[config.mk]
export PLATFORM = sky130hd
export DESIGN_NAME = omegaNet
export DESIGN_NICKNAME = d
export VERILOG_FILES = /design/src/omegaNetPkg.sv /design/src/rrArbiter.sv /design/src/outRegister.sv /design/src/streamSwitch.sv /design/src/omegaStage.sv /design/src/omegaNet.sv
export SDC_FILE = /design/constraint.sdc
export NUM_CORES = 1
export LEC_CHECK = 0
export BUFFER_PORTS_ARGS = -buffer_cell sky130_fd_sc_hd__buf_2
export CAP_MARGIN = 15
export CELL_PAD_IN_SITES_DETAIL_PLACEMENT = 1
export CELL_PAD_IN_SITES_GLOBAL_PLACEMENT = 1
export CORE_MARGIN = 10
export CORE_UTILIZATION = 51
export CTS_CLUSTER_DIAMETER = 120
export DETAILED_ROUTE_END_ITERATION = 16
export PLACE_DENSITY = 0.85
export SYNTH_ARGS = -nofsm -noshare
export SYNTH_HDL_FRONTEND = slang
export SYNTH_SLANG_ARGS = --single-unit
[constraint.sdc]
create_clock -name clk_i -period 4.9 [get_ports clk_i]
set_input_delay 0.245 -clock clk_i [delete_from_list [all_inputs] [get_ports clk_i]]
set_output_delay 0.245 -clock clk_i [all_outputs]
set_load 0.05 [all_outputs]
[src/omegaNetPkg.sv]
// Omega network definitions
`default_nettype none

package omegaNetPkg;

  // Number of network inputs, equal to the number of outputs.
  // It must stay a power of two for the shuffle wiring to close.
  localparam int unsigned NumPorts = 8;

  // One routing level per destination bit, most significant bit first.
  localparam int unsigned NumLevels = $clog2(NumPorts);

  // Every level is built from 2x2 switches.
  localparam int unsigned NumSwitches = NumPorts / 2;

  // Width of the user payload carried on each stream.
  localparam int unsigned DataWidth = 16;

  // Width of a port number, used for the destination and the source index.
  localparam int unsigned PortIdxWidth = NumLevels;

  // Payload word of a stream.
  typedef logic [DataWidth-1:0] payloadT;

  // Port number. The same encoding serves as the output select at an input
  // and as the source index at an output.
  typedef logic [PortIdxWidth-1:0] portIdxT;

endpackage

`default_nettype wire

[src/rrArbiter.sv]
// Two-way round-robin arbiter
`default_nettype none

module rrArbiter (
  input  logic       clk_i,
  input  logic       rstN_i,
  input  logic [1:0] req_i,
  input  logic       accept_i,
  output logic [1:0] grant_o,
  output logic       valid_o
);

  // Requester that wins a tie on the next free arbitration.
  logic prioPtr;
  // Set while a grant was offered but not yet accepted.
  logic lockActive;
  logic lockIdx;
  // Winner of an unlocked arbitration.
  logic freeIdx;
  // Requester that is granted in this cycle.
  logic winIdx;

  // The preferred requester wins if it requests, otherwise the other one.
  assign freeIdx = req_i[prioPtr] ? prioPtr : ~prioPtr;

  // A pending grant is held until its transfer completes.
  // This keeps the selected payload stable at the switch output register.
  assign winIdx  = lockActive ? lockIdx : freeIdx;
  assign valid_o = lockActive ? req_i[lockIdx] : |req_i;

  assign grant_o[0] = valid_o & ~winIdx;
  assign grant_o[1] = valid_o & winIdx;

  always_ff @(posedge clk_i) begin
    if (!rstN_i) begin
      prioPtr    <= 1'b0;
      lockActive <= 1'b0;
      lockIdx    <= 1'b0;
    end else if (valid_o && accept_i) begin
      // The winner moves to the back of the line.
      prioPtr    <= ~winIdx;
      lockActive <= 1'b0;
    end else if (valid_o) begin
      // Offered but not taken, so freeze the decision.
      lockActive <= 1'b1;
      lockIdx    <= winIdx;
    end else begin
      lockActive <= 1'b0;
    end
  end

endmodule

`default_nettype wire

[src/outRegister.sv]
// Two-entry output skid buffer
`default_nettype none

module outRegister (
  input  logic                 clk_i,
  input  logic                 rstN_i,
  input  logic                 valid_i,
  input  omegaNetPkg::payloadT payload_i,
  input  omegaNetPkg::portIdxT dest_i,
  input  omegaNetPkg::portIdxT srcIdx_i,
  output logic                 ready_o,
  output logic                 valid_o,
  output omegaNetPkg::payloadT payload_o,
  output omegaNetPkg::portIdxT dest_o,
  output omegaNetPkg::portIdxT srcIdx_o,
  input  logic                 ready_i
);
  import omegaNetPkg::*;

  // The main entry drives the output, the spare entry catches the word
  // that arrives while the main entry is stalled.
  logic    mainValid;
  payloadT mainPayload;
  portIdxT mainDest;
  portIdxT mainSrcIdx;
  logic    spareValid;
  payloadT sparePayload;
  portIdxT spareDest;
  portIdxT spareSrcIdx;

  logic inFire;
  logic mainFree;

  // In-ready comes straight from a flop, so no ready path runs through here.
  assign ready_o  = ~spareValid;
  assign inFire   = valid_i & ready_o;
  // The main entry can load when it is empty or leaves in this cycle.
  assign mainFree = ~mainValid | ready_i;

  always_ff @(posedge clk_i) begin
    if (!rstN_i) begin
      mainValid  <= 1'b0;
      spareValid <= 1'b0;
    end else if (mainFree) begin
      // The spare holds the older word and always goes first.
      mainValid  <= spareValid | inFire;
      spareValid <= 1'b0;
    end else if (inFire) begin
      spareValid <= 1'b1;
    end
  end

  always_ff @(posedge clk_i) begin
    if (mainFree && spareValid) begin
      mainPayload <= sparePayload;
      mainDest    <= spareDest;
      mainSrcIdx  <= spareSrcIdx;
    end else if (mainFree && inFire) begin
      mainPayload <= payload_i;
      mainDest    <= dest_i;
      mainSrcIdx  <= srcIdx_i;
    end
    if (!mainFree && inFire) begin
      sparePayload <= payload_i;
      spareDest    <= dest_i;
      spareSrcIdx  <= srcIdx_i;
    end
  end

  assign valid_o   = mainValid;
  assign payload_o = mainPayload;
  assign dest_o    = mainDest;
  assign srcIdx_o  = mainSrcIdx;

endmodule

`default_nettype wire

[src/streamSwitch.sv]
// 2x2 stream switch
`default_nettype none

module streamSwitch (
  input  logic                       clk_i,
  input  logic                       rstN_i,
  input  logic                 [1:0] destBit_i,
  input  logic                 [1:0] inValid_i,
  input  omegaNetPkg::payloadT [1:0] inPayload_i,
  input  omegaNetPkg::portIdxT [1:0] inDest_i,
  input  omegaNetPkg::portIdxT [1:0] inSrcIdx_i,
  output logic                 [1:0] inReady_o,
  output logic                 [1:0] outValid_o,
  output omegaNetPkg::payloadT [1:0] outPayload_o,
  output omegaNetPkg::portIdxT [1:0] outDest_o,
  output omegaNetPkg::portIdxT [1:0] outSrcIdx_o,
  input  logic                 [1:0] outReady_i
);
  import omegaNetPkg::*;

  // Requests, indexed as [output][input].
  logic [1:0][1:0] reqMatrix;
  // Grants, indexed as [output][input].
  logic [1:0][1:0] grantMatrix;
  // Arbiter result and register ready per output.
  logic [1:0] arbValid;
  logic [1:0] regReady;
  // Word selected by each output's arbiter.
  payloadT [1:0] muxPayload;
  portIdxT [1:0] muxDest;
  portIdxT [1:0] muxSrcIdx;

  // Decode: the destination bit of the level picks output 0 or output 1.
  for (genvar inIdx = 0; inIdx < 2; inIdx++) begin : genDecode
    assign reqMatrix[0][inIdx] = inValid_i[inIdx] & ~destBit_i[inIdx];
    assign reqMatrix[1][inIdx] = inValid_i[inIdx] & destBit_i[inIdx];

    // An input moves when its requested output grants it and can take a word.
    // An output that nobody requests shows its register's ready to both inputs.
    assign inReady_o[inIdx] = regReady[destBit_i[inIdx]] &
                              (grantMatrix[destBit_i[inIdx]][inIdx] |
                               ~arbValid[destBit_i[inIdx]]);
  end

  for (genvar outIdx = 0; outIdx < 2; outIdx++) begin : genOutputs
    logic grantSel;

    rrArbiter u_rrArbiter (
      .clk_i    (clk_i),
      .rstN_i   (rstN_i),
      .req_i    (reqMatrix[outIdx]),
      .accept_i (regReady[outIdx]),
      .grant_o  (grantMatrix[outIdx]),
      .valid_o  (arbValid[outIdx])
    );

    // The grant is one-hot, so its upper bit names the selected input.
    assign grantSel = grantMatrix[outIdx][1];

    assign muxPayload[outIdx] = inPayload_i[grantSel];
    assign muxDest[outIdx]    = inDest_i[grantSel];
    assign muxSrcIdx[outIdx]  = inSrcIdx_i[grantSel];

    // The register takes the winner on the same edge as the input handshake.
    outRegister u_outRegister (
      .clk_i     (clk_i),
      .rstN_i    (rstN_i),
      .valid_i   (arbValid[outIdx]),
      .payload_i (muxPayload[outIdx]),
      .dest_i    (muxDest[outIdx]),
      .srcIdx_i  (muxSrcIdx[outIdx]),
      .ready_o   (regReady[outIdx]),
      .valid_o   (outValid_o[outIdx]),
      .payload_o (outPayload_o[outIdx]),
      .dest_o    (outDest_o[outIdx]),
      .srcIdx_o  (outSrcIdx_o[outIdx]),
      .ready_i   (outReady_i[outIdx])
    );
  end

endmodule

`default_nettype wire

[src/omegaStage.sv]
// One routing level of the omega network
`default_nettype none

module omegaStage #(
  parameter int unsigned Level = 0
) (
  input  logic                                          clk_i,
  input  logic                                          rstN_i,
  input  logic                 [omegaNetPkg::NumPorts-1:0] inValid_i,
  input  omegaNetPkg::payloadT [omegaNetPkg::NumPorts-1:0] inPayload_i,
  input  omegaNetPkg::portIdxT [omegaNetPkg::NumPorts-1:0] inDest_i,
  input  omegaNetPkg::portIdxT [omegaNetPkg::NumPorts-1:0] inSrcIdx_i,
  output logic                 [omegaNetPkg::NumPorts-1:0] inReady_o,
  output logic                 [omegaNetPkg::NumPorts-1:0] outValid_o,
  output omegaNetPkg::payloadT [omegaNetPkg::NumPorts-1:0] outPayload_o,
  output omegaNetPkg::portIdxT [omegaNetPkg::NumPorts-1:0] outDest_o,
  output omegaNetPkg::portIdxT [omegaNetPkg::NumPorts-1:0] outSrcIdx_o,
  input  logic                 [omegaNetPkg::NumPorts-1:0] outReady_i
);
  import omegaNetPkg::*;

  // Level 0 routes on the most significant destination bit.
  localparam int unsigned BitSel = NumLevels - 1 - Level;

  // Destination bit that steers each lane in this level.
  logic [NumPorts-1:0] laneDestBit;

  for (genvar lane = 0; lane < NumPorts; lane++) begin : genDestBit
    assign laneDestBit[lane] = inDest_i[lane][BitSel];
  end

  // Switch j serves lanes 2j and 2j+1 on both sides.
  for (genvar sw = 0; sw < NumSwitches; sw++) begin : genSwitches
    streamSwitch u_streamSwitch (
      .clk_i        (clk_i),
      .rstN_i       (rstN_i),
      .destBit_i    (laneDestBit[2*sw +: 2]),
      .inValid_i    (inValid_i[2*sw +: 2]),
      .inPayload_i  (inPayload_i[2*sw +: 2]),
      .inDest_i     (inDest_i[2*sw +: 2]),
      .inSrcIdx_i   (inSrcIdx_i[2*sw +: 2]),
      .inReady_o    (inReady_o[2*sw +: 2]),
      .outValid_o   (outValid_o[2*sw +: 2]),
      .outPayload_o (outPayload_o[2*sw +: 2]),
      .outDest_o    (outDest_o[2*sw +: 2]),
      .outSrcIdx_o  (outSrcIdx_o[2*sw +: 2]),
      .outReady_i   (outReady_i[2*sw +: 2])
    );
  end

endmodule

`default_nettype wire

[src/omegaNet.sv]
// 8x8 omega network for valid/ready streams
`default_nettype none

module omegaNet (
  input  logic                                          clk_i,
  input  logic                                          rstN_i,
  input  logic                 [omegaNetPkg::NumPorts-1:0] valid_i,
  input  omegaNetPkg::payloadT [omegaNetPkg::NumPorts-1:0] data_i,
  input  omegaNetPkg::portIdxT [omegaNetPkg::NumPorts-1:0] sel_i,
  output logic                 [omegaNetPkg::NumPorts-1:0] ready_o,
  output logic                 [omegaNetPkg::NumPorts-1:0] valid_o,
  output omegaNetPkg::payloadT [omegaNetPkg::NumPorts-1:0] data_o,
  output omegaNetPkg::portIdxT [omegaNetPkg::NumPorts-1:0] idx_o,
  input  logic                 [omegaNetPkg::NumPorts-1:0] ready_i
);
  import omegaNetPkg::*;

  // Lane signals on both sides of every level, indexed as [level][lane].
  logic    [NumLevels-1:0][NumPorts-1:0] stInValid;
  logic    [NumLevels-1:0][NumPorts-1:0] stInReady;
  payloadT [NumLevels-1:0][NumPorts-1:0] stInPayload;
  portIdxT [NumLevels-1:0][NumPorts-1:0] stInDest;
  portIdxT [NumLevels-1:0][NumPorts-1:0] stInSrcIdx;
  logic    [NumLevels-1:0][NumPorts-1:0] stOutValid;
  logic    [NumLevels-1:0][NumPorts-1:0] stOutReady;
  payloadT [NumLevels-1:0][NumPorts-1:0] stOutPayload;
  portIdxT [NumLevels-1:0][NumPorts-1:0] stOutDest;
  portIdxT [NumLevels-1:0][NumPorts-1:0] stOutSrcIdx;

  // Input port p enters lane NumPorts-1-p and is tagged with its own number.
  for (genvar p = 0; p < NumPorts; p++) begin : genInputs
    assign stInValid[0][NumPorts-1-p]   = valid_i[p];
    assign stInPayload[0][NumPorts-1-p] = data_i[p];
    assign stInDest[0][NumPorts-1-p]    = sel_i[p];
    assign stInSrcIdx[0][NumPorts-1-p]  = portIdxT'(p);
    assign ready_o[p]                   = stInReady[0][NumPorts-1-p];
  end

  for (genvar lvl = 0; lvl < NumLevels; lvl++) begin : genLevels
    omegaStage #(
      .Level (lvl)
    ) u_omegaStage (
      .clk_i        (clk_i),
      .rstN_i       (rstN_i),
      .inValid_i    (stInValid[lvl]),
      .inPayload_i  (stInPayload[lvl]),
      .inDest_i     (stInDest[lvl]),
      .inSrcIdx_i   (stInSrcIdx[lvl]),
      .inReady_o    (stInReady[lvl]),
      .outValid_o   (stOutValid[lvl]),
      .outPayload_o (stOutPayload[lvl]),
      .outDest_o    (stOutDest[lvl]),
      .outSrcIdx_o  (stOutSrcIdx[lvl]),
      .outReady_i   (stOutReady[lvl])
    );
  end

  // Perfect shuffle: switch L/2 port L%2 feeds switch L%4 port L/4.
  // The next level lane is therefore 2*(L%4) + L/4.
  for (genvar lvl = 0; lvl < NumLevels - 1; lvl++) begin : genShuffles
    for (genvar lane = 0; lane < NumPorts; lane++) begin : genLanes
      localparam int unsigned NextLane = 2 * (lane % NumSwitches) + lane / NumSwitches;

      assign stInValid[lvl+1][NextLane]   = stOutValid[lvl][lane];
      assign stInPayload[lvl+1][NextLane] = stOutPayload[lvl][lane];
      assign stInDest[lvl+1][NextLane]    = stOutDest[lvl][lane];
      assign stInSrcIdx[lvl+1][NextLane]  = stOutSrcIdx[lvl][lane];
      assign stOutReady[lvl][lane]        = stInReady[lvl+1][NextLane];
    end
  end

  // Output q is lane q of the last level.
  // The destination has been fully consumed there and only the payload and
  // the source index leave the network.
  for (genvar q = 0; q < NumPorts; q++) begin : genOutputs
    assign valid_o[q]                 = stOutValid[NumLevels-1][q];
    assign data_o[q]                  = stOutPayload[NumLevels-1][q];
    assign idx_o[q]                   = stOutSrcIdx[NumLevels-1][q];
    assign stOutReady[NumLevels-1][q] = ready_i[q];
  end

endmodule

`default_nettype wire

==> results.sh <==
export IMPL_cts_sinks=1032
export IMPL_grt_max_degree=41
export IMPL_tightest_slew_ns=1.19
export IMPL_post_dp_hpwl_um=92700
export IMPL_vias=27700
export IMPL_first_pass_iters=5
export IMPL_cts_resized_gates=0
export IMPL_via_per_inst=5.98
export IMPL_regArea_um2=29800
export IMPL_peakVddDrop_uv=270
export IMPL_grt_usage_pct=27.3
export IMPL_p_seq_share_pct=49.3
export IMPL_ys_seq_area_share_pct=66.6
export IMPL_clkPwrFrac_pct=38.5
export IMPL_max_freq_mhz=273
export IMPL_die_area_um2=100000
export IMPL_areaGrowthSynthToFinish_pct=19.8
export IMPL_cp_num_buf_inv=0
export IMPL_path_max_fanout=20
export IMPL_antenna_found_initial=16
export IMPL_syn_num_nets=2950
export IMPL_multi_input_area_um2=14200
export IMPL_relSlewSlack_pct=20.9
export IMPL_drive_gt1_share_pct=42.8
export IMPL_place_port_buffers=337
export IMPL_avgSynthCellArea_um2=16.1
export IMPL_switching_share_pct=25.2
export IMPL_grt_pass1_wl_um=204000
export IMPL_synth_edff_count=912
export IMPL_die_y_um=316
export IMPL_max_cap_violations=0
export IMPL_intPower_mw=16.0
export IMPL_fin_crit_sh_pct=74.8
export IMPL_syn_instance_count=2780
export IMPL_required_ns=5.33
export IMPL_cts_max_level=3
export IMPL_ys_ff_latch=1032
export IMPL_finalHoldViolCount=0
export IMPL_end_kind="flip-flop"
export IMPL_slowest_delay_ns=1.00
export IMPL_drt_iter0_drc=2663
export IMPL_io_pins=338
export IMPL_clk_latency_ns=0.69
export IMPL_startpoint_type="flip-flop"
export IMPL_synthTopCellsByArea="edfxtp_1 61%, mux2_2 21%, dfxtp_1 5.4%, nor2_1 0.95%, a21oi_1 0.87%"
export IMPL_async_reset_ff_share_pct=0
export IMPL_grt_overflow_total=0
export IMPL_power_switching_mw=5.39
export IMPL_maxSlewViolCount=0
export IMPL_synth_distinct_cells=76
export IMPL_period_minus_slack_ns=3.66
export IMPL_p_leak_nw=18.6
export IMPL_die_x_um=316
export IMPL_fin_skew_ns=0.0494
export IMPL_final_setup_tns_ns=0
export IMPL_post_drt_wl_per_cell_um=30.2
export IMPL_crit_type="flip-flop to flip-flop"
export IMPL_initial_core_util_pct=51.5
export IMPL_setup_viol=0
export IMPL_num_nets_final=3548
export IMPL_grt_pass1_vias=30100
export IMPL_status="finished clean"
export IMPL_netlist_area_um2=44800
export IMPL_ant_nets=0
export IMPL_path_delay_family="simple AND/OR/NAND/NOR gates"
export IMPL_combPwrFrac_pct=12.2
export IMPL_worstPathArrival_ns=4.10
export IMPL_path_clk_slew_ns=0.06
export IMPL_power_density_nw_per_um2=399
export IMPL_synth_ff_type="edfxtp_1"
export IMPL_num_fill_cells=7853
export IMPL_hp_class="input port to flip-flop"
export IMPL_core_area_um2=86900
export IMPL_place_ws_ns=1.45
export IMPL_wirelength_um=140000
export IMPL_synth_top_area_share_pct=61.2
export IMPL_clk_root_buffer_cell="clkbuf_16"
export IMPL_crit_slowest_cell="and2_1"
export IMPL_globalplace_congestion=0.898
export IMPL_drc=0
export IMPL_numCtsBuffers=104
export IMPL_row_count=108
export IMPL_synth_warnings=0
export IMPL_clockBufferDepth=3
export IMPL_rsz0062_at_grt="no"
export IMPL_setup_slack_ns=1.24
export IMPL_cts_tree="built"
export IMPL_path_cells="nand2b_1 > o311a_1 > o311ai_2 > and2_1 > mux2_2"
export IMPL_synth_top_area_cell="edfxtp_1"
-- per-layer routing --
metal  global-route usage [%]  share of wire (%)  up-vias
met2                     47.6                 51     1170
met4                     9.81                3.5       14
met5                        0              0.072        -
met1                     33.5                 39    14300
met3                     5.37                7.1      257
li1                         -                  -    11900
-- worst paths after layout --
check	start	depth (start not counted)	slack, ns	end
hold reg to reg	flip-flop	2	0.52	flip-flop
hold / removal	ready_i[2]	3	0.05	flip-flop
setup reg to reg	flip-flop	5	1.24	flip-flop
setup / recovery	flip-flop	5	1.24	flip-flop
-- metrics by stage --
| step | hold slack [ns] | power (mW) | cell area [um^2] | utilization [%] | instances |
|---|---|---|---|---|---|
| final | 0.0456 | 21.4 | 53600 | 61.7 | 4627 |
| after CTS | 0.0131 | 21.4 | 53500 | 61.6 | 4615 |
| after floorplan | 0.385 | 12.1 | 44800 | - | 2780 |
| after detailed placement | 0.503 | 13.0 | 47700 | 54.9 | 4196 |
| after global placement | 0.473 | 12.9 | 47700 | 54.9 | 4196 |
| after global routing | 0.0514 | 22.0 | 53600 | 61.7 | 4624 |
-- cell usage in the layout, fill, tap and decap left out, types with 13 or more instances in the layout --
cell           netlist  routed
o21a_1              18      18
mux2i_1             23      23
nand2_1             54      54
nor3_1              41      38
clkbuf_16            0     110
mux2_2             846     846
nor2_1             113     110
dfxtp_1            120     120
buf_2               40     337
buf_4               18      46
mux2_1              16      16
clkinv_2             0      27
clkbuf_8             0      13
o21ai_0             33      32
mux2_4              20      20
dlygate4sd3_1        0     223
inv_1               77      77
a31oi_1             16      13
nor2b_1             35      35
a21oi_1             78      77
clkbuf_1            49      16
and2_1              22      22
edfxtp_1           912     912
nand2b_1            35      35
and3_1              29      29
nand3_1             16      16
-- area by class of cell --
type | count | share of cell area, %
flip-flops and latches | 1032 | 55.6
repair buffers | 614 | 8.19
clock inverters | 57 | 0.994
well taps | 1155 | 2.70
clock buffers | 139 | 5.58
multi-input cells | 1548 | 26.4
inverters | 78 | 0.548
diodes | 4 | 0.0187
-- synth_stat cells (8+ instances only) --
library cell  number
nand2b_1          35
o21ai_0           33
clkbuf_1          49
o211ai_1           8
nor2b_1           35
a21oi_1           78
nand2_1           54
inv_1             77
and2_1            22
nor2_1           113
o31ai_1            8
nand3_1           16
dfxtp_1          120
mux2_2           846
buf_2             40
o21a_1            18
nor3b_1           15
and3_1            29
o311ai_2           8
a311oi_1          10
nor3_1            41
buf_1             10
a31oi_1           16
a211oi_1           8
edfxtp_1         912
mux2_1            16
mux2i_1           23
mux2_4            20
buf_4             18
-- worst register-to-register path: stages (launching register included) --
cell	delay, ns
edfxtp_1	0.48
nand2b_1	0.24
o311a_1	0.66
o311ai_2	0.59
and2_1	1.00
mux2_2	0.45
-- cells by family (layout without fill, tap and decap cells) --
| group | count (synthesis) | after routing | share of synthesized area [%] |
|---|---|---|---|
| AOI/OAI and AO/OA | 254 | 254 | 4.05 |
| buffers and inverters | 200 | 888 | 2.04 |
| DFF | 1032 | 1032 | 66.6 |
| muxes | 905 | 905 | 22.9 |
| other | 0 | 4 | 0 |
| and+or+nand+nor | 389 | 389 | 4.47 |
-- what timing repair did --
action | 4_1_cts | 5_1_grt
setup endpoints to repair | 0 | 0
hold buffers | 223 | 0
endpoints found under the hold margin | 155 | 0
buffers inserted | 0 | 0
-- power groups by stage --
stage | clock [mW] | sequential (mW) | combinational [mW]
after floorplan | 0 | 10.8 | 1.27
after global placement | 0 | 10.7 | 2.21
after detailed placement | 0 | 10.7 | 2.33
after CTS | 8.28 | 10.5 | 2.55
after global routing | 8.68 | 10.6 | 2.75
final | 8.24 | 10.5 | 2.61
(Power assumes the default switching activity.)
